==> config.mk <==
export PLATFORM = sky130hd
export DESIGN_NAME = result_stage
export DESIGN_NICKNAME = d
export VERILOG_FILES = /design/src/rtl/pipe16_pkg.sv /design/src/rtl/result_stage.sv
export VERILOG_INCLUDE_DIRS = /design/src /design/src/rtl
export SDC_FILE = /design/constraint.sdc
export NUM_CORES = 1
export LEC_CHECK = 0
export BUFFER_PORTS_ARGS = -buffer_cell sky130_fd_sc_hd__buf_4
export CORE_UTILIZATION = 40
export CTS_BUF_LIST = sky130_fd_sc_hd__clkbuf_16
export CTS_CLUSTER_DIAMETER = 150
export DETAILED_ROUTE_END_ITERATION = 8
export GPL_TIMING_DRIVEN = 0
export PLACE_DENSITY_LB_ADDON = 0.12
export SYNTH_ARGS = -nofsm -noshare
export SYNTH_HDL_FRONTEND = slang
export SYNTH_SLANG_ARGS = --single-unit
==> constraint.sdc <==
create_clock -name clk -period 1.9 [get_ports clk]
set_input_delay 0.285 -clock clk [delete_from_list [all_inputs] [get_ports clk]]
set_output_delay 0.285 -clock clk [all_outputs]
set_load 0.02 [all_outputs]
==> src/rtl/pipe16_settings.svh <==
// Memory depth, opcode values and fixed words of pipe16; the depth must stay a power of two
`ifndef PIPE16_SETTINGS_SVH
`define PIPE16_SETTINGS_SVH

`define PIPE16_IMEM_DEPTH 256     // Program words, indexed by low PC bits
`define PIPE16_NOP        16'hF000
`define PIPE16_LINK_REG   4'd15   // CALL return address lands here

// Opcodes in instr[15:12]
`define PIPE16_OP_ADD  4'h0
`define PIPE16_OP_SUB  4'h1
`define PIPE16_OP_AND  4'h2
`define PIPE16_OP_OR   4'h3
`define PIPE16_OP_ADDI 4'h4
`define PIPE16_OP_LLI  4'h5
`define PIPE16_OP_B    4'h6
`define PIPE16_OP_CALL 4'h7
`define PIPE16_OP_HALT 4'hE
`define PIPE16_OP_NOP  4'hF

`endif
==> src/rtl/pipe16_pkg.sv <==
// Shared types of pipe16; program address width follows the memory depth in the settings header
`include "pipe16_settings.svh"

package pipe16_pkg;

	typedef logic [15:0] word_t;        // Register and ALU data
	typedef logic [15:0] instr_t;
	typedef logic [15:0] pc_t;
	typedef logic [$clog2(`PIPE16_IMEM_DEPTH)-1:0] imem_addr_t;
	typedef logic [3:0]  reg_addr_t;
	typedef logic [3:0]  opcode_t;
	typedef logic [2:0]  branch_cond_t;

	// IF/ID contents
	typedef struct packed {
		pc_t    pc;
		instr_t instr;
	} ifid_t;

	// ID/EX contents, valid low marks a bubble
	typedef struct packed {
		logic         valid;
		opcode_t      op;
		reg_addr_t    rd;      // Already r15 for CALL
		word_t        a;       // rs operand
		word_t        b;       // rt operand
		logic [7:0]   imm8;    // imm4 sits in the low nibble
		branch_cond_t cond;
		pc_t          pc;
		logic         wr_en;
	} id_ex_t;

	// EX/WB contents
	typedef struct packed {
		logic      valid;
		reg_addr_t rd;
		logic      wr_en;
		logic      halt;
		pc_t       pc;
		word_t     value;
	} ex_wb_t;

	// PC change request from decode or execute
	typedef struct packed {
		logic taken;
		pc_t  target;
	} redirect_t;

endpackage

==> src/rtl/result_stage.sv <==
// Write-back and halt; halted is sticky until reset and blocks every later register write
`timescale 1ns/1ps

module result_stage (
	input  logic                  clk,
	input  logic                  reset,
	input  pipe16_pkg::ex_wb_t    ex_wb,
	output logic                  wr_en,
	output pipe16_pkg::reg_addr_t wr_addr,
	output pipe16_pkg::word_t     wr_data,
	output logic                  halted,
	output pipe16_pkg::pc_t       halt_pc
);

	// Register file write port
	assign wr_en   = ex_wb.valid && ex_wb.wr_en && !halted;
	assign wr_addr = ex_wb.rd;
	assign wr_data = ex_wb.value;

	// First valid HALT wins
	always_ff @(posedge clk) begin
		if (reset) begin
			halted  <= 1'b0;
			halt_pc <= '0;
		end else if (ex_wb.valid && ex_wb.halt && !halted) begin
			halted  <= 1'b1;
			halt_pc <= ex_wb.pc;   // Address of the HALT itself
		end
	end

endmodule

==> flow_metrics.tcl <==
set metrics [dict create \
    design.core.area_um2 2190 \
    worst_pin_slew_ps 339 \
    vias 812 \
    ioPinCount 79 \
    cts_resized 0 \
    ys_seq_area_share_pct 37.0 \
    die_w_um 50.0 \
    grt_max_degree 11 \
    crit_type "flop to output pin" \
    relSlewSlack_pct 77.4 \
    ys_ff_latch 17 \
    cp_slowest_stage_delay_ps 350 \
    dr.pass1.iters 3 \
    final_nets 198 \
    postCtsHoldBufs 0 \
    synth_top_family_by_area "simple AND/OR/NAND/NOR gates" \
    status "finished clean" \
    drcViolationCount 0 \
    fin_crit_sh_pct 65.1 \
    drt-total-wl_mm 1.83 \
    htree_levels 1 \
    synth-xor-area-share_pct 0 \
    syn_area_per_cell_um2 9.80 \
    drt_iter0_drc 5 \
    r2r-start "halted" \
    fmax_ghz 0.808 \
    slew_viol_final 0 \
    gp_congestion 0.613 \
    fin_area_um2 1470 \
    crit_start "halted" \
    leakage_nw 0.715 \
    cts_tree "yes" \
    ant_nets 0 \
    place_hpwl_mm 1.44 \
    synth_simple_gate_area_share_pct 24.2 \
    n_fill_cell 163 \
    arrival_ps 950 \
    synth.net_count 135 \
    syn_to_final_growth_pct 59.6 \
    port_buffers 58 \
    cellPowerDensity_nw_per_um2 707 \
    critPathMaxFanout 4 \
    clock-sinks 17 \
    post-route-min-period_ps 1240 \
    grt-ovfl-total 0 \
    synth_area_um2 921 \
    critPathTopFamily "flip-flops" \
    synthCells 94 \
    holdCritPathClass "input port to flop" \
    layout-drive-gt1-share_pct 53.8 \
    critPathLaunchType "flop" \
    grt_pass1_wl_mm 2.85 \
    fin_setup_tns_ps 0 \
    clkTransAtPathRegs_ps 50 \
    yosys_warnings 0 \
    track_usage_pct 15.0 \
    cts-root-buf "clkbuf_16" \
    row_count 17 \
    holdCritStartpoint "ex_wb[32]" \
    dieArea_um2 2500 \
    first_global_vias 691 \
    clkLatencyLatePin_ps 240 \
    rsz0062_at_grt "false" \
    path_cells "and3b_2 > buf_4" \
    diodes 0 \
    routedWlPerCell_um 9.93 \
    maxCapViolCount 0 \
    synth_compound_area_share_pct 0.543 \
    ir_drop_uv 490 \
    endpoint_kind "output pin" \
    post_cts_buffers 0 \
    antenna_found_initial 0 \
    cp_data_required_time_ps 1620 \
    skew_ps 0.794 \
    place_area_um2 1390 \
    hold_violations 0 \
    clk_path_buf_depth 2 \
    vias_per_cell 4.41 \
    ys_types 11 \
    chipHeight_um 50.0 \
    synth_fa_ha_area_share_pct 0 \
    cp_num_buf_inv 1 \
    start_util_pct 42.0 \
    cts_buffers 3 \
    crit_slowest_cell "dfxtp_1" \
    muxShareOfSynthArea_pct 17.4 \
    setup_viol 0 \
]
registers in the layout, indices dropped and copies added (netlist names):
signal	count
halt_pc	16
halted	1
through the flow:
step / cells / hold WS (ps) / utilization, % / setup WS (ps) / power, mW
floorplan: 94 / 426 / - / 752 / 0.537
global placement: 180 / 460 / 63.5 / 800 / 0.639
detailed placement: 180 / 470 / 63.5 / 751 / 0.643
CTS: 184 / 285 / 67.1 / 656 / 1.05
global route: 184 / 311 / 67.1 / 628 / 1.09
finish: 184 / 282 / 67.1 / 662 / 1.04
power breakdown:
| group | internal, mW | total, mW | switching, mW |
|---|---|---|---|
| Combinational | 0.140 | 0.247 | 0.107 |
| Clock | 0.279 | 0.406 | 0.127 |
| Sequential | 0.376 | 0.386 | 0.0100 |
cells in the final DEF, fill, tap and decap left out, drive strengths merged:
cell type	netlist	layout
a21oi	1	1
and3b	2	2
buf	22	80
clkbuf	3	6
dfxtp	17	17
inv	0	1
mux2i	16	16
nand2b	32	32
nor2	1	1
routing by layer:
layer | vias to the layer above | track usage [%] | routed length [um] | part of all wire, %
li1 | 402 | - | - | -
met1 | 346 | 16.4 | 703 | 38
met2 | 60 | 25.8 | 877 | 48
met3 | 4 | 4.63 | 219 | 12
met4 | 0 | 7.14 | 27 | 1.5
met5 | - | 0 | 0 | 0
worst paths after layout:
check	end	slack, ps	cells past startpoint
worst max-delay path	wr_en	660	2
worst min-delay path	halted	280	3
worst max register to register	halt_pc[6]	780	4
worst min register to register	halt_pc[4]	470	2
cells in the mapped netlist:
library cell | n | area, um^2
buf_4 | 20 | 150
a21oi_1 | 1 | 5.00
buf_6 | 1 | 11.3
buf_12 | 1 | 20.0
and3b_1 | 1 | 8.76
clkbuf_1 | 3 | 11.3
and3b_2 | 1 | 10.0
nand2b_1 | 32 | 200
dfxtp_1 | 17 | 340
nor2_1 | 1 | 3.75
mux2i_1 | 16 | 160
cell families (layout without fill, tap and decap cells):
family / after synthesis / in the layout
compound gates: 1 / 1
buf+inv: 25 / 87
simple gates: 35 / 35
mux: 16 / 16
flops: 17 / 17
cell type report:
| type | instances | area [um^2] | share of cell area [%] |
|---|---|---|---|
| repair buffers | 58 | 435 | 29.6 |
| multi-input cells | 52 | 388 | 26.4 |
| flip-flops and latches | 17 | 340 | 23.1 |
| plain buffers | 25 | 193 | 13.1 |
| clock buffers | 3 | 75.1 | 5.11 |
| well taps | 28 | 35.0 | 2.38 |
| clock inverters | 1 | 3.75 | 0.255 |
worst min-delay path: stages:
cell	delay, ps
buf_4	80
a21oi_1	50
nor2_1	70
No activity file was read; power rests on OpenSTA's default activity.
