==> config.mk <==
export PLATFORM = sky130hd
export DESIGN_NAME = reg_file
export DESIGN_NICKNAME = d
export VERILOG_FILES = /design/src/rtl/pipe16_pkg.sv /design/src/rtl/reg_file.sv
export VERILOG_INCLUDE_DIRS = /design/src /design/src/rtl
export SDC_FILE = /design/constraint.sdc
export NUM_CORES = 1
export LEC_CHECK = 0
export BUFFER_PORTS_ARGS = -buffer_cell sky130_fd_sc_hd__buf_2
export CAP_MARGIN = 10
export CORE_MARGIN = 2
export CORE_UTILIZATION = 48
export CTS_CLUSTER_SIZE = 25
export DETAILED_ROUTE_END_ITERATION = 12
export PLACE_DENSITY = 0.63
export SETUP_SLACK_MARGIN = 0.15
export SLEW_MARGIN = 0
export SYNTH_ARGS = -nofsm -noshare
export SYNTH_HDL_FRONTEND = slang
export SYNTH_SLANG_ARGS = --single-unit
==> constraint.sdc <==
create_clock -name clk -period 6.7 [get_ports clk]
set_input_delay 2.01 -clock clk [delete_from_list [all_inputs] [get_ports clk]]
set_output_delay 2.01 -clock clk [all_outputs]
set_load 0.05 [all_outputs]
==> src/rtl/pipe16_settings.svh <==
// Memory depth, opcode values and fixed words of pipe16; the depth must stay a power of two
`ifndef PIPE16_SETTINGS_SVH
`define PIPE16_SETTINGS_SVH

`define PIPE16_IMEM_DEPTH 256     // Program words, indexed by low PC bits
`define PIPE16_NOP        16'hF000
`define PIPE16_LINK_REG   4'd15   // CALL return address lands here

// Opcodes in instr[15:12]
`define PIPE16_OP_ADD  4'h0
`define PIPE16_OP_SUB  4'h1
`define PIPE16_OP_AND  4'h2
`define PIPE16_OP_OR   4'h3
`define PIPE16_OP_ADDI 4'h4
`define PIPE16_OP_LLI  4'h5
`define PIPE16_OP_B    4'h6
`define PIPE16_OP_CALL 4'h7
`define PIPE16_OP_HALT 4'hE
`define PIPE16_OP_NOP  4'hF

`endif
==> src/rtl/pipe16_pkg.sv <==
// Shared types of pipe16; program address width follows the memory depth in the settings header
`include "pipe16_settings.svh"

package pipe16_pkg;

	typedef logic [15:0] word_t;        // Register and ALU data
	typedef logic [15:0] instr_t;
	typedef logic [15:0] pc_t;
	typedef logic [$clog2(`PIPE16_IMEM_DEPTH)-1:0] imem_addr_t;
	typedef logic [3:0]  reg_addr_t;
	typedef logic [3:0]  opcode_t;
	typedef logic [2:0]  branch_cond_t;

	// IF/ID contents
	typedef struct packed {
		pc_t    pc;
		instr_t instr;
	} ifid_t;

	// ID/EX contents, valid low marks a bubble
	typedef struct packed {
		logic         valid;
		opcode_t      op;
		reg_addr_t    rd;      // Already r15 for CALL
		word_t        a;       // rs operand
		word_t        b;       // rt operand
		logic [7:0]   imm8;    // imm4 sits in the low nibble
		branch_cond_t cond;
		pc_t          pc;
		logic         wr_en;
	} id_ex_t;

	// EX/WB contents
	typedef struct packed {
		logic      valid;
		reg_addr_t rd;
		logic      wr_en;
		logic      halt;
		pc_t       pc;
		word_t     value;
	} ex_wb_t;

	// PC change request from decode or execute
	typedef struct packed {
		logic taken;
		pc_t  target;
	} redirect_t;

endpackage

==> src/rtl/reg_file.sv <==
// Sixteen 16-bit registers, all cleared on reset; same-cycle write data is seen on rs and rt reads
`timescale 1ns/1ps

module reg_file (
	input  logic                  clk,
	input  logic                  reset,
	input  pipe16_pkg::reg_addr_t rs_addr,
	input  pipe16_pkg::reg_addr_t rt_addr,
	output pipe16_pkg::word_t     rs_data,
	output pipe16_pkg::word_t     rt_data,
	input  logic                  wr_en,
	input  pipe16_pkg::reg_addr_t wr_addr,
	input  pipe16_pkg::word_t     wr_data,
	input  pipe16_pkg::reg_addr_t dbg_addr,
	output pipe16_pkg::word_t     dbg_data
);
	import pipe16_pkg::*;

	word_t regs [16];

	always_ff @(posedge clk) begin
		if (reset)
			regs <= '{default: '0};
		else if (wr_en)
			regs[wr_addr] <= wr_data;
	end

	// Write-through so decode never waits on EX/WB
	assign rs_data = (wr_en && (wr_addr == rs_addr)) ? wr_data : regs[rs_addr];
	assign rt_data = (wr_en && (wr_addr == rt_addr)) ? wr_data : regs[rt_addr];

	assign dbg_data = regs[dbg_addr];   // Plain read, for the testbench

endmodule

==> key figures <==
Power
  – Sequential share of power: 44.2%
  – Leak: 5.88 nW
  – Clk pwr share: 44.2%
  – Psw: between 0.0009 and 0.001 W
  – Combinational share of power: between 10% and 20%
  – Sw Share: 27.0%
  – P_int: 0.00258 W
  – Power Dens Cells: roughly 210 mW/mm²
  – Worst vdd ir: between 150 and 200 µV

Cells and area
  – Share of layout cells above drive strength 1: 27.2%
  – FF/Latch Area: between 0.005 and 0.006 mm²
  – Area Overhead vs Synth: 10.1%
  – Final core utilization: between 50% and 60%
  – Fin cells: 1,999
  – ANT cells: 0
  – Most flops, register: regs
  – Top flop regs: regs: 256 flops
  – Max reg flops: 256
  – Multi-input combinational cell area: 0.00961 mm²
  – Fillers: between 2,000 and 3,000
  – Total Nets Final: between 1,500 and 2,000

Timing
  – Clock Skews: 0 ns
  – FMAX: 166 MHz
  – Sum of negative setup slack: 0 ns
  – Slew HR: about 9%
  – Hold Fails Final Rpt: 0
  – RSZ-0062 raised after global routing: false
  – Crit path time final: 6.04 ns
  – Final period util: between 90% and 100%
  – Setup-failing EPs final: 0
  – Worst hold slack: 0.479 ns
  – Final Max Slew Viols: 0
  – Worst-Margin Slew: 1.36 ns

Yosys
  – Area leader, netlist: dfxtp_1
  – Synth top area cells: dfxtp_1 33%, mux4_2 30%, nand2_1 13%
  – Synth Flop Type: dfxtp_1
  – Post-synth top area share: 33.1%
  – Synth Cell Area: between 0.015 and 0.02 mm²
  – YS warnings: 0
  – Synthesized area per cell: 9.82 µm²
  – FFs w/ async S/R, synth: 0%
  – Yosys cell types: 26
  – Post-synth EDFFs: 0
  – Sequential fraction of the synthesis area: between 30% and 40%
  – Most frequent cell after synthesis: nand2_1
  – Mapped Cells: 1,577
  – Synth top cells by count: 527 x nand2_1, 256 x a21oi_1, 256 x dfxtp_1, 208 x mux4_2, 96 x mux2i_1
  – Yosys reg bits: 256
  – Syn nets: 1,612

Global routing
  – Initial antenna violation count: 0
  – Number of global-route vias before repair: 12,600
  – First-pass GRT wire length: 80.3 mm
  – Global route overflow: 0
  – GRT Util Overall: 32.3%
  – Largest net degree at the start of global routing: 151

Clocking
  – CTS sink count: 256
  – Hold_buf cts: 0
  – Clk slew on worst S/H paths: 0.06 ns
  – TritonCTS Buffers: 29
  – Post-CTS sizing: 0
  – Root buffer cell: clkbuf_16
  – CTS tree: yes
  – Setup Fix Bufs, Post-CTS: 0
  – H-tree depth: 1
  – Clock latency on the worst-skew pair: 0.55 ns
  – Max clock buf depth: 3

Setup path
  – Critical path class: input pin to primary output
  – WP data arrival: between 4 and 5 ns
  – R2R Setup Slk: slightly below 6 ns
  – Worst EP required: 4.69 ns
  – R2R Path Start: regs[184]
  – Reg2reg end: regs[184]
  – Worst R2R Path Depth: 2
  – Crit path max fanout: 26
  – Critical Path Sink Type: primary output
  – Worst setup SP type: input pin

Floorplan
  – DIE WIDTH: 184 µm
  – Die ar.: 0.0337 mm²
  – I/O Pins: 83
  – Initial core utilization: approximately 50%
  – Row Count: 65
  – Core box area: 0.0316 mm²
  – Die height: 184 µm

Detailed routing
  – DRT iter0 DRCs: between 1,500 and 2,000
  – Routed WL: roughly 54 mm
  – Routed vias: 13,300
  – Vias per inst: roughly 6.6
  – DRC Markers: 0
  – DR WL/cell: 27.3 µm
  – Antenna-violating nets left: 0
  – Number of iterations in the first detailed-routing pass: 5

Placed design
  – HPWL Detailed: approximately 34 mm
  – GPL Wtd Cong: 0.857
  – Placed Instances: approximately 2,000
  – Buffers on Ports: 82

Worst hold path
  – Hold crit path type: flop to flop
  – Hold EP: regs[24]
  – Min-delay src: regs[24]
  – WHS Path Cells: 2

Run status
  – Status: completed

Flow run
  – Max-Cap Viols: 0
-- through the flow --
step	total power [W]	setup WS, ns	area [µm²]
6_report	0.00353	0.664	17100
5_1_grt	0.00362	0.605	17100
4_1_cts	0.00354	0.682	17100
3_5_place_dp	0.00200	0.684	16100
3_3_place_gp	0.00199	0.692	16100
2_1_floorplan	0.00189	1.11	15500
-- worst max-delay path by stage --
| stage | startpoint | endpoint | slack [ns] | cells past startpoint |
|---|---|---|---|---|
| floorplan | dbg_addr[1] | dbg_data[0] | 1.11 | 5 |
| global placement | rt_addr[0] | rt_data[6] | 0.69 | 7 |
| detailed placement | rt_addr[0] | rt_data[6] | 0.68 | 7 |
| CTS | rt_addr[0] | rt_data[6] | 0.68 | 7 |
| global route | rt_addr[0] | rt_data[6] | 0.60 | 7 |
| finish | rt_addr[0] | rt_data[6] | 0.66 | 7 |
-- power groups by stage --
stage	combinational, W	clock (W)	sequential (W)
after floorplan	0.000301	0	0.00159
after global placement	0.000401	0	0.00159
after detailed placement	0.000405	0	0.00159
after CTS	0.000405	0.00157	0.00156
after global routing	0.000426	0.00163	0.00156
final	0.000410	0.00156	0.00156
-- per-layer routing --
| layer | up-vias | routed length [µm] | part of all wire, % | track usage [%] |
|---|---|---|---|---|
| met2 | 825 | 26000 | 48 | 52.3 |
| li1 | 5673 | - | - | - |
| met5 | - | 0 | 0 | 0 |
| met3 | 198 | 5230 | 9.6 | 5.11 |
| met4 | 0 | 3090 | 5.7 | 17.8 |
| met1 | 6578 | 20200 | 37 | 41.6 |
-- cell families (layout without fill, tap and decap cells) --
group,count (synthesis),after routing,share of synthesized area (%)
muxes,336,336,38.8
xor gates and xnor gates,8,8,0.452
AOI/OAI and AO/OA,256,256,8.27
DFF,256,256,33.1
and+or+nand+nor,562,562,14.4
buffers and inverters,159,179,5.02
-- layout by cell type (no fill, tap or decap), drive strengths merged --
cell type  netlist  routed
clkbuf          88      39
bufinv           0       1
mux2i           96      96
and3b            2       2
xnor2            2       2
mux4           208     208
dfxtp          256     256
nor3             4       4
mux2            32      32
xor2             6       6
nand2          527     527
nand3b           2       2
and3             1       1
nand3            5       5
clkinvlp         0       3
clkinv           0       7
inv              0       1
nor3b            1       1
a21oi          256     256
nor2b            2       2
or3b             1       1
nor4             2       2
buf             71     128
nor2            13      13
nand2b           2       2
-- worst max-delay path, cell delays in order --
cell and delay (ns):
buf_4 0.31, buf_12 0.27, mux4_2 0.54, mux2i_1 0.16
mux2i_1 0.18, mux2_2 0.31, buf_2 0.21
-- cell type report --
cell class | count | share of cell area, %
clock inverter | 12 | 0.565
sequential | 256 | 30.0
multi-input combinational | 1162 | 56.3
tap | 402 | 2.95
clock buffer | 39 | 4.83
timing repair buffer | 128 | 5.29
Note: power is estimated with default switching activity, not from simulation.
