===== config.mk =====
export PLATFORM = sky130hd
export DESIGN_NAME = decode_stage
export DESIGN_NICKNAME = d
export VERILOG_FILES = /design/src/rtl/pipe16_pkg.sv /design/src/rtl/decode_stage.sv
export VERILOG_INCLUDE_DIRS = /design/src /design/src/rtl
export SDC_FILE = /design/constraint.sdc
export NUM_CORES = 1
export LEC_CHECK = 0
export BUFFER_PORTS_ARGS = -buffer_cell sky130_fd_sc_hd__buf_4
export CELL_PAD_IN_SITES_DETAIL_PLACEMENT = 0
export CELL_PAD_IN_SITES_GLOBAL_PLACEMENT = 1
export CORE_ASPECT_RATIO = 1.25
export CORE_MARGIN = 8
export CORE_UTILIZATION = 30
export CTS_CLUSTER_SIZE = 16
export DETAILED_ROUTE_END_ITERATION = 6
export PLACE_DENSITY_LB_ADDON = 0.1
export RECOVER_POWER = 100
export SYNTH_ARGS = -nofsm -noshare
export SYNTH_HDL_FRONTEND = slang
export SYNTH_SLANG_ARGS = --single-unit

===== constraint.sdc =====
create_clock -name clk -period 3.8 [get_ports clk]
set_clock_uncertainty 0.1 [all_clocks]
set_input_delay 0.38 -clock clk [delete_from_list [all_inputs] [get_ports clk]]
set_output_delay 0.38 -clock clk [all_outputs]
set_load 0.01 [all_outputs]

===== src/rtl/pipe16_settings.svh =====
// Memory depth, opcode values and fixed words of pipe16; the depth must stay a power of two
`ifndef PIPE16_SETTINGS_SVH
`define PIPE16_SETTINGS_SVH

`define PIPE16_IMEM_DEPTH 256     // Program words, indexed by low PC bits
`define PIPE16_NOP        16'hF000
`define PIPE16_LINK_REG   4'd15   // CALL return address lands here

// Opcodes in instr[15:12]
`define PIPE16_OP_ADD  4'h0
`define PIPE16_OP_SUB  4'h1
`define PIPE16_OP_AND  4'h2
`define PIPE16_OP_OR   4'h3
`define PIPE16_OP_ADDI 4'h4
`define PIPE16_OP_LLI  4'h5
`define PIPE16_OP_B    4'h6
`define PIPE16_OP_CALL 4'h7
`define PIPE16_OP_HALT 4'hE
`define PIPE16_OP_NOP  4'hF

`endif

===== src/rtl/pipe16_pkg.sv =====
// Shared types of pipe16; program address width follows the memory depth in the settings header
`include "pipe16_settings.svh"

package pipe16_pkg;

	typedef logic [15:0] word_t;        // Register and ALU data
	typedef logic [15:0] instr_t;
	typedef logic [15:0] pc_t;
	typedef logic [$clog2(`PIPE16_IMEM_DEPTH)-1:0] imem_addr_t;
	typedef logic [3:0]  reg_addr_t;
	typedef logic [3:0]  opcode_t;
	typedef logic [2:0]  branch_cond_t;

	// IF/ID contents
	typedef struct packed {
		pc_t    pc;
		instr_t instr;
	} ifid_t;

	// ID/EX contents, valid low marks a bubble
	typedef struct packed {
		logic         valid;
		opcode_t      op;
		reg_addr_t    rd;      // Already r15 for CALL
		word_t        a;       // rs operand
		word_t        b;       // rt operand
		logic [7:0]   imm8;    // imm4 sits in the low nibble
		branch_cond_t cond;
		pc_t          pc;
		logic         wr_en;
	} id_ex_t;

	// EX/WB contents
	typedef struct packed {
		logic      valid;
		reg_addr_t rd;
		logic      wr_en;
		logic      halt;
		pc_t       pc;
		word_t     value;
	} ex_wb_t;

	// PC change request from decode or execute
	typedef struct packed {
		logic taken;
		pc_t  target;
	} redirect_t;

endpackage


===== src/rtl/decode_stage.sv =====
// Decode with stall-based hazards only; ADDI takes imm4 zero-extended, CALL target is 12-bit absolute
`timescale 1ns/1ps
`include "pipe16_settings.svh"

module decode_stage (
	input  logic                  clk,
	input  logic                  reset,
	input  pipe16_pkg::ifid_t     ifid,
	input  pipe16_pkg::word_t     rs_data,
	input  pipe16_pkg::word_t     rt_data,
	input  logic                  flush,          // Execute redirect
	output pipe16_pkg::reg_addr_t rs_addr,
	output pipe16_pkg::reg_addr_t rt_addr,
	output logic                  data_hazard,
	output pipe16_pkg::redirect_t id_redirect,
	output pipe16_pkg::id_ex_t    id_ex
);
	import pipe16_pkg::*;

	opcode_t   op;
	reg_addr_t rd;
	logic      uses_rs;
	logic      uses_rt;
	logic      writes;
	id_ex_t    id_ex_next;

	// Field split
	assign op      = ifid.instr[15:12];
	assign rs_addr = ifid.instr[7:4];
	assign rt_addr = ifid.instr[3:0];
	assign rd      = (op == `PIPE16_OP_CALL) ? `PIPE16_LINK_REG : ifid.instr[11:8];

	// Source and destination use by opcode
	always_comb begin
		uses_rs = 1'b0;
		uses_rt = 1'b0;
		writes  = 1'b0;
		case (op)
			`PIPE16_OP_ADD, `PIPE16_OP_SUB, `PIPE16_OP_AND, `PIPE16_OP_OR: begin
				uses_rs = 1'b1;
				uses_rt = 1'b1;
				writes  = 1'b1;
			end
			`PIPE16_OP_ADDI: begin
				uses_rs = 1'b1;
				writes  = 1'b1;
			end
			`PIPE16_OP_LLI, `PIPE16_OP_CALL: begin
				writes = 1'b1;   // No sources
			end
			default: begin
				writes = 1'b0;   // B, HALT, NOP
			end
		endcase
	end

	// RAW against the entry now in ID/EX; EX/WB is covered by write-through
	assign data_hazard = id_ex.valid && id_ex.wr_en &&
		((uses_rs && (rs_addr == id_ex.rd)) || (uses_rt && (rt_addr == id_ex.rd)));

	assign id_redirect.taken  = (op == `PIPE16_OP_CALL) && !data_hazard && !flush;
	assign id_redirect.target = {4'h0, ifid.instr[11:0]};

	always_comb begin
		id_ex_next.valid = !(flush || data_hazard);   // Bubble on stall or flush
		id_ex_next.op    = op;
		id_ex_next.rd    = rd;
		id_ex_next.a     = rs_data;
		id_ex_next.b     = rt_data;
		id_ex_next.imm8  = ifid.instr[7:0];
		id_ex_next.cond  = ifid.instr[10:8];
		id_ex_next.pc    = ifid.pc;
		id_ex_next.wr_en = writes;
	end

	// ID/EX register, only valid is reset
	always_ff @(posedge clk) begin
		if (reset)
			id_ex.valid <= 1'b0;
		else
			id_ex <= id_ex_next;
	end

endmodule


==> impl_metrics.yaml <==
floorplan:
  die_w_um: 96.4
  die_h_um: 116
  ioPinCount: 162
  initial_utilization_pct: 30.9
  coreArea_sq_um: 7840
  die_area_sq_um: 11200
  num_rows: 36
timing:
  slew_viol_final: 0
  max_slew_margin_pct: 16.4
  worst_slew_pin_slew_ns: 1.25
  finalWorstSetupSlack_ns: 1.40
  rsz0062_at_grt: "false"
  finalCriticalPeriod_ns: 2.40
  fin_crit_sh_pct: 63.1
  fin_setup_tns_ns: 0
  setup_viol: 0
  fmax_mhz: 417
  hold_viol: 0
synth:
  synth_top_cell_by_area: "edfxtp_1"
  ys.flop_type: "edfxtp_1"
  synthTopCellsByCount: "edfxtp_1 (68), buf_4 (24), xor2_1 (5)"
  ys_async_sr_fraction_pct: 0
  synth_cell_types: 16
  synth_seq_cells: 69
  synthesis.area_sq_um: 2420
  synth_warnings: 0
  synth_seq_area_share_pct: 85.1
  yosysMostFrequentCell: "edfxtp_1"
  synth_edf_count: 68
  yosys-top-cells-area: "edfxtp_1 (84%), buf_4 (7.4%), xor2_1 (1.8%)"
  synth_top_area_share_pct: 84.3
  synth.avg_cell_area_sq_um: 20.4
  synth_cells: 119
cts:
  cts_root_buffer: "clkbuf_8"
  cts.hold.buffers_added: 0
  clkLatencyLatePin_ns: 0.34
  cts_max_level: 3
  clk_pin_slew_ns: 0.07
  post_cts_buffers: 0
  cts_sinks: 69
  cts_tree: "done"
  cts_resized: 0
  cts_buffers: 9
  clockBufferDepth: 2
placed_design:
  place_ws_ns: 1.92
  gp_congestion: 0.655
  dp.cells: 352
  dpl_cell_area_sq_um: 3570
  dp_hpwl_um: 4960
  numPortBuffers: 157
power:
  leakage_uw: 0.00119
  powerDensity_nw_per_um2: 477
  power_uw: 1580
  ir_worst_vdd_uv: 164
finish:
  top_regs: "id_ex: 69 flops"
  regMostFlops: "id_ex"
  fin_nets: 335
  stdcell_count: 367
  seq_area_sq_um: 2060
  fin_area_sq_um: 3320
  drive_gt1_share_pct: 23.9
  largest_reg_flops: 69
  syn_to_final_growth_pct: 36.9
  nFillCells: 823
  multi_input_area_sq_um: 184
  diodes: 0
route:
  wl_per_cell_um: 17.1
  ant_nets: 0
  avgViaCountPerCell: 4.07
  drtIter0Drc: 33
  vias: 1493
  wirelength_um: 6290
  first_pass_iters: 4
  remaining_drc_errors: 0
grt:
  grt_pass1_vias: 1586
  track_usage_pct: 10.6
  grt_first_pass_wirelength_um: 8580
  antenna_found_initial: 0
  overflow: 0
  grt_max_degree: 34
setup_path:
  critical_path_class: "input port to register"
  crit_arrival_ns: 2.25
  required_ns: 3.65
  end_kind: "register"
  worst-path-max-fanout: 33
  reg2reg_depth: 4
  start_kind: "input port"
job:
  cap_violations: 0
worst_hold_path:
  min_path_cells: 1
  hold_class: "input port to register"
status:
  status: "finished, final reports clean"
-- layout by cell type (no fill, tap or decap), types with 3 or more instances in the layout --
master and count:
nor2_1 3, conb_1 4, clkbuf_4 49, xor2_1 5, clkbuf_1 109, clkbuf_8 9, nand2b_1 4, xnor2_1 3
edfxtp_1 68
-- area by class of cell --
class	count	share of cell area, %
clock buffers	10	3.85
clock inverters	5	0.868
inverters	2	0.226
multi-input cells	27	5.55
flip-flops and latches	69	62.2
well taps	95	3.58
repair buffers	159	23.8
-- report_power, final --
group | leakage [uW] | total (uW) | internal (uW) | switching [uW]
Clock | 0.0000756 | 485 | 228 | 256
Combinational | 0.000442 | 175 | 68.9 | 107
Sequential | 0.000674 | 920 | 904 | 17.0
-- metrics by stage --
| step | hold slack (ns) | utilization [%] |
|---|---|---|
| detailed placement | 0.459 | 45.5 |
| floorplan | 0.379 | - |
| finish | 0.138 | 42.3 |
| global route | 0.119 | 42.3 |
| global placement | 0.458 | 45.5 |
| CTS | 0.0899 | 47.5 |
-- critical path: stages --
cell,delay (ns)
clkbuf_4,0.11
inv_1,0.89
clkbuf_1,0.85
-- cells by family (layout without fill, tap and decap cells) --
kind of cell | count (synthesis) | after routing | share of synthesized area, %
compound gates | 4 | 4 | 1.14
xor+xnor | 8 | 8 | 2.89
buf+inv | 26 | 176 | 7.75
flops | 69 | 69 | 85.1
other cells | 1 | 4 | 0.155
simple gates | 11 | 11 | 2.94
-- final timing paths --
kind,slack (ns),endpoint,from
worst min-delay path,0.14,id_ex[49]$_DFFE_PN_,rs_data[5]
worst min register to register,0.51,id_ex[68]$_SDFF_PP0_,id_ex[68]$_SDFF_PP0_
worst max register to register,2.38,id_ex[68]$_SDFF_PP0_,id_ex[62]$_SDFFCE_PP1N_
worst max-delay path,1.40,id_ex[36]$_DFFE_PN_,reset
-- layer usage --
metal | vias to the layer above | part of all wire [%] | global-route usage [%]
met5 | - | 0 | 0
met4 | 0 | 1.7 | 6.38
met3 | 10 | 12 | 4.24
met2 | 94 | 48 | 16.7
met1 | 681 | 38 | 11.7
li1 | 708 | - | -
(Power assumes the default switching activity.)
