===== config.mk =====
export PLATFORM = sky130hd
export DESIGN_NAME = execute_stage
export DESIGN_NICKNAME = d
export VERILOG_FILES = /design/src/rtl/pipe16_pkg.sv /design/src/rtl/execute_stage.sv
export VERILOG_INCLUDE_DIRS = /design/src /design/src/rtl
export SDC_FILE = /design/constraint.sdc
export NUM_CORES = 1
export LEC_CHECK = 0
export ABC_AREA = 0
export BUFFER_PORTS_ARGS = -buffer_cell sky130_fd_sc_hd__buf_2
export CAP_MARGIN = 10
export CORE_MARGIN = 10
export CORE_UTILIZATION = 43
export CTS_CLUSTER_DIAMETER = 40
export DETAILED_ROUTE_END_ITERATION = 12
export PLACE_DENSITY = 0.71
export SYNTH_ARGS = -nofsm -noshare
export SYNTH_HDL_FRONTEND = slang
export SYNTH_SLANG_ARGS = --single-unit

===== constraint.sdc =====
create_clock -name clk -period 4.9 [get_ports clk]
set_input_delay 0.98 -clock clk [delete_from_list [all_inputs] [get_ports clk]]
set_output_delay 0.98 -clock clk [all_outputs]
set_load 0.05 [all_outputs]

===== src/rtl/pipe16_settings.svh =====
// Memory depth, opcode values and fixed words of pipe16; the depth must stay a power of two
`ifndef PIPE16_SETTINGS_SVH
`define PIPE16_SETTINGS_SVH

`define PIPE16_IMEM_DEPTH 256     // Program words, indexed by low PC bits
`define PIPE16_NOP        16'hF000
`define PIPE16_LINK_REG   4'd15   // CALL return address lands here

// Opcodes in instr[15:12]
`define PIPE16_OP_ADD  4'h0
`define PIPE16_OP_SUB  4'h1
`define PIPE16_OP_AND  4'h2
`define PIPE16_OP_OR   4'h3
`define PIPE16_OP_ADDI 4'h4
`define PIPE16_OP_LLI  4'h5
`define PIPE16_OP_B    4'h6
`define PIPE16_OP_CALL 4'h7
`define PIPE16_OP_HALT 4'hE
`define PIPE16_OP_NOP  4'hF

`endif

===== src/rtl/pipe16_pkg.sv =====
// Shared types of pipe16; program address width follows the memory depth in the settings header
`include "pipe16_settings.svh"

package pipe16_pkg;

	typedef logic [15:0] word_t;        // Register and ALU data
	typedef logic [15:0] instr_t;
	typedef logic [15:0] pc_t;
	typedef logic [$clog2(`PIPE16_IMEM_DEPTH)-1:0] imem_addr_t;
	typedef logic [3:0]  reg_addr_t;
	typedef logic [3:0]  opcode_t;
	typedef logic [2:0]  branch_cond_t;

	// IF/ID contents
	typedef struct packed {
		pc_t    pc;
		instr_t instr;
	} ifid_t;

	// ID/EX contents, valid low marks a bubble
	typedef struct packed {
		logic         valid;
		opcode_t      op;
		reg_addr_t    rd;      // Already r15 for CALL
		word_t        a;       // rs operand
		word_t        b;       // rt operand
		logic [7:0]   imm8;    // imm4 sits in the low nibble
		branch_cond_t cond;
		pc_t          pc;
		logic         wr_en;
	} id_ex_t;

	// EX/WB contents
	typedef struct packed {
		logic      valid;
		reg_addr_t rd;
		logic      wr_en;
		logic      halt;
		pc_t       pc;
		word_t     value;
	} ex_wb_t;

	// PC change request from decode or execute
	typedef struct packed {
		logic taken;
		pc_t  target;
	} redirect_t;

endpackage


===== src/rtl/execute_stage.sv =====
// Execute; flags come only from ALU, ADDI and LLI results, branch offset is relative to the branch
`timescale 1ns/1ps
`include "pipe16_settings.svh"

module execute_stage (
	input  logic                  clk,
	input  logic                  reset,
	input  pipe16_pkg::id_ex_t    id_ex,
	input  logic                  halted,
	output pipe16_pkg::redirect_t ex_redirect,
	output pipe16_pkg::ex_wb_t    ex_wb
);
	import pipe16_pkg::*;

	word_t  value;
	logic   zero_flag;
	logic   neg_flag;
	logic   sets_flags;
	logic   cond_met;
	ex_wb_t ex_wb_next;

	// Result select
	always_comb begin
		sets_flags = 1'b1;
		case (id_ex.op)
			`PIPE16_OP_ADD:  value = id_ex.a + id_ex.b;
			`PIPE16_OP_SUB:  value = id_ex.a - id_ex.b;
			`PIPE16_OP_AND:  value = id_ex.a & id_ex.b;
			`PIPE16_OP_OR:   value = id_ex.a | id_ex.b;
			`PIPE16_OP_ADDI: value = id_ex.a + {12'h000, id_ex.imm8[3:0]};   // Wraps at 16 bits
			`PIPE16_OP_LLI:  value = {8'h00, id_ex.imm8};
			`PIPE16_OP_CALL: begin
				value      = id_ex.pc + 16'd1;   // Link value
				sets_flags = 1'b0;
			end
			default: begin
				value      = '0;
				sets_flags = 1'b0;
			end
		endcase
	end

	// Flags left by the last flag-setting op
	always_ff @(posedge clk) begin
		if (reset) begin
			zero_flag <= 1'b0;
			neg_flag  <= 1'b0;
		end else if (id_ex.valid && sets_flags && !halted) begin
			zero_flag <= (value == '0);
			neg_flag  <= value[15];
		end
	end

	// Condition decode
	always_comb begin
		case (id_ex.cond)
			3'd0: cond_met = !zero_flag;
			3'd1: cond_met = zero_flag;
			3'd2: cond_met = !zero_flag && !neg_flag;   // Greater
			3'd3: cond_met = neg_flag;
			3'd4: cond_met = !neg_flag;
			3'd5: cond_met = zero_flag || neg_flag;
			3'd6: cond_met = 1'b0;                      // Never
			default: cond_met = 1'b1;                   // Always
		endcase
	end

	assign ex_redirect.taken  = id_ex.valid && (id_ex.op == `PIPE16_OP_B) && cond_met;
	assign ex_redirect.target = id_ex.pc + {{8{id_ex.imm8[7]}}, id_ex.imm8};

	always_comb begin
		ex_wb_next.valid = id_ex.valid;
		ex_wb_next.rd    = id_ex.rd;
		ex_wb_next.wr_en = id_ex.wr_en;
		ex_wb_next.halt  = (id_ex.op == `PIPE16_OP_HALT);
		ex_wb_next.pc    = id_ex.pc;
		ex_wb_next.value = value;
	end

	// EX/WB register, frozen once halted
	always_ff @(posedge clk) begin
		if (reset)
			ex_wb.valid <= 1'b0;
		else if (!halted)
			ex_wb <= ex_wb_next;
	end

endmodule


==> metrics <==
outcome=finished clean; CP peak stage delay=~0.41 ns; Vias=4,465; worst-margin pin slew=around 1.1 ns; RePlAce Congestion=roughly 1; Seq cells post-synth=41; Die Wd=119 um; Comb power frac=roughly half; Seq pwr share=between 30 and 40%; largest net degree at the start of global routing=39; clk_skew=0 ns; worst path cell trace=buf_2 -> ha_1 -> a21o_1 -> a21o_1 -> a2111oi_0 -> buf_4 -> nor3_1 -> o31ai_1 -> o2111ai_1 -> a21oi_1 -> xnor2_1 -> buf_2; min cycle time layout=approximately 4.6 ns; Die ar.=between 10,000 and 15,000 um2; Synth cell types=between 60 and 70; Psw=slightly below 600 uW; clk buf depth=2; vias per cell=5.98; Clock power frac=between 15 and 20%; Critical Path Sink Type=output port; Mapped Cells=between 400 and 500; GR Overflow Total=0; Non-Filler Instances=~750; Hold Crit Class=reg2reg; Final Instance Area=about 5200 um2; Main synth FF type=edfxtp_1; core area=9680 um2; Post-synth top cells=38 x edfxtp_1, 38 x nand2_1, 36 x ha_1; num rows=36; sequential share of the synthesized area=about 28%; routed length per placed instance=slightly below 20 um; Cell Pwr Density=249 nW/um2; share of cells above drive strength 1=between 20% and 30%; crit path DAT=around 3.7 ns; post-synth top area share=between 20 and 30%; initial antenna violation count=1; setup TNS=0 ns; Finished Core Util=a little over half; synth top area cells=edfxtp_1 27%, ha_1 11%, xnor2_1 4.6%, nand2_1 3.4%, nand3_1 3.2%; Post-synth ARST share=0%; Slew headroom=26.9%; Worst Setup Start Kind=input port; Clock transition at path regs=0.08 ns; syn_nets=roughly 600; H-tree levels=2; Cell Area, Placed=a little over 5000 um2; number of global-route vias before repair=~4,500; post-route ant nets=0; GRT Total Usage=roughly 19%; Slew Limit Fails=0; syn_area_per_cell=about 9 um2; Worst path slowest cell=a2111oi_0; Clock Latency Late Sink=about 0.30 ns; CP Class=in2out; area of the mapped netlist=between 4000 and 5000 um2; number of DRC markers in iteration 0=between 200 and 300; LEAKAGE=~0.0022 uW; IO Count=around 130; die span in y=between 100 and 150 um; Max Fclk=between 0.2 and 0.25 GHz; top cell type by total area after synthesis=edfxtp_1; RSZ-0062 raised after global routing=false; Sw Share=roughly 45%; Worst EP required=between 3 and 4 ns; critical path peak fanout=6; MaxCap Viol Count=0; final period utilization=94.7%; Final Routed Wirelength=14,500 um; detailed placement HPWL=between 10,000 and 15,000 um; CTS tree=done; Hold Vio Cnt, Final=0; Setup-failing EPs final=0; yosys warns=0; n_diodes=0; CTS root buffer=clkbuf_8; Starting Density=43.7%; CTS sink cnt=41; Nets=723; maximum VDD drop=about 0.15 mV; # port buffers=roughly 130; Hold Buf Count CTS=0; total iterations of the first detailed-routing run=6; design internal power=~710 uW; DRC Markers=0; first-pass GRT wire length=approximately 23,000 um; Post-synth EDFFs=38; area grow syn2layout=22.6%; CTS Buf Count=5; Placed Cells incl. Taps=around 740
[through the flow]
stage | hold WS (ns) | total power, uW | worst slack, ns
floorplan | 0.497 | 880 | 0.103
global route | 0.514 | 1360 | 0.0120
global placement | 0.471 | 1050 | 0.316
finish | 0.491 | 1290 | 0.261
detailed placement | 0.479 | 1060 | 0.287
CTS | 0.499 | 1290 | 0.285
[final cells by class]
class,count,area (um2)
inverter,17,63.8
multi-input combinational,403,2900
clock buffer,5,68.8
sequential,41,1200
tap,133,166
fill,905,4490
clock inverter,3,17.5
timing repair buffer,145,771
[state kept, by name, summed over array words and instances (netlist names)]
| signal | count |
|---|---|
| neg_flag | 1 |
| zero_flag | 1 |
| ex_wb | 39 |
[final timing paths]
kind,start,endpoint,slack [ns],depth (start not counted)
max,id_ex[2],ex_redirect[15],0.26,12
max reg2reg,neg_flag$_SDFFE_PP0P_,neg_flag$_SDFFE_PP0P_,4.18,3
min,ex_wb[38]$_SDFFE_PP0N_,ex_wb[38]$_SDFFE_PP0N_,0.49,2
min reg2reg,ex_wb[38]$_SDFFE_PP0N_,ex_wb[38]$_SDFFE_PP0N_,0.49,2
[layer usage]
layer	GRT usage (%)	vias up	wire, um
li1	-	2149	-
met1	23.1	2088	6060
met2	31.4	192	6630
met3	7.32	34	1430
met4	7.25	2	362
met5	0	-	8
[worst max-delay path: cells and delay by family]
family | cells | cell delay, ns
buf+inv | 3 | 0.62
xor+xnor | 1 | 0.16
simple gates | 1 | 0.07
fa+ha+maj | 1 | 0.29
compound gates | 6 | 1.54
[layout by cell type, fill, tap and decap left out, types with 3 or more instances in the layout]
cell type	instances
nor3_1	15
ha_1	36
buf_4	18
a221o_1	4
a21o_1	8
nor4_1	8
edfxtp_1	38
dfxtp_1	3
xor2_1	11
o21a_1	6
nand3b_1	7
a221oi_1	3
mux2i_1	10
or4_1	3
o2111ai_1	15
maj3_1	4
nand3_1	27
inv_1	17
o21ai_0	22
o211ai_1	12
and3_1	4
nor2b_1	4
a211o_1	4
a32oi_1	3
a22oi_1	8
buf_2	127
nand2b_1	6
xnor2_1	22
o31ai_1	9
a211oi_1	6
nand4_1	4
o31ai_2	3
or3_1	6
nor2_1	34
nand2_1	38
a21oi_1	25
clkbuf_8	5
[cell families (layout without fill, tap and decap cells)]
logic type	after synthesis	count (layout)	synth area share (%)
AOI/OAI and AO/OA	147	147	25.1
xor gates and xnor gates	33	33	6.83
adders and majority gates	42	42	12.5
buffers and inverters	38	170	3.81
DFF	41	41	28.4
muxes	10	10	2.36
and+or+nand+nor	171	171	21.0
[what timing repair did]
| item | CTS | global route |
|---|---|---|
| buffers inserted | 0 | 0 |
| setup endpoints to repair | 0 | 1 |
| gates resized for setup | 0 | 2 |
[power groups by stage]
stage / Clock [uW] / Combinational (uW) / Sequential [uW]
3_5_place_dp: 0 / 636 / 427
4_1_cts: 232 / 638 / 420
2_1_floorplan: 0 / 366 / 513
5_1_grt: 248 / 692 / 422
3_3_place_gp: 0 / 627 / 427
6_report: 231 / 643 / 419
Power figures use the tool's default switching activity.
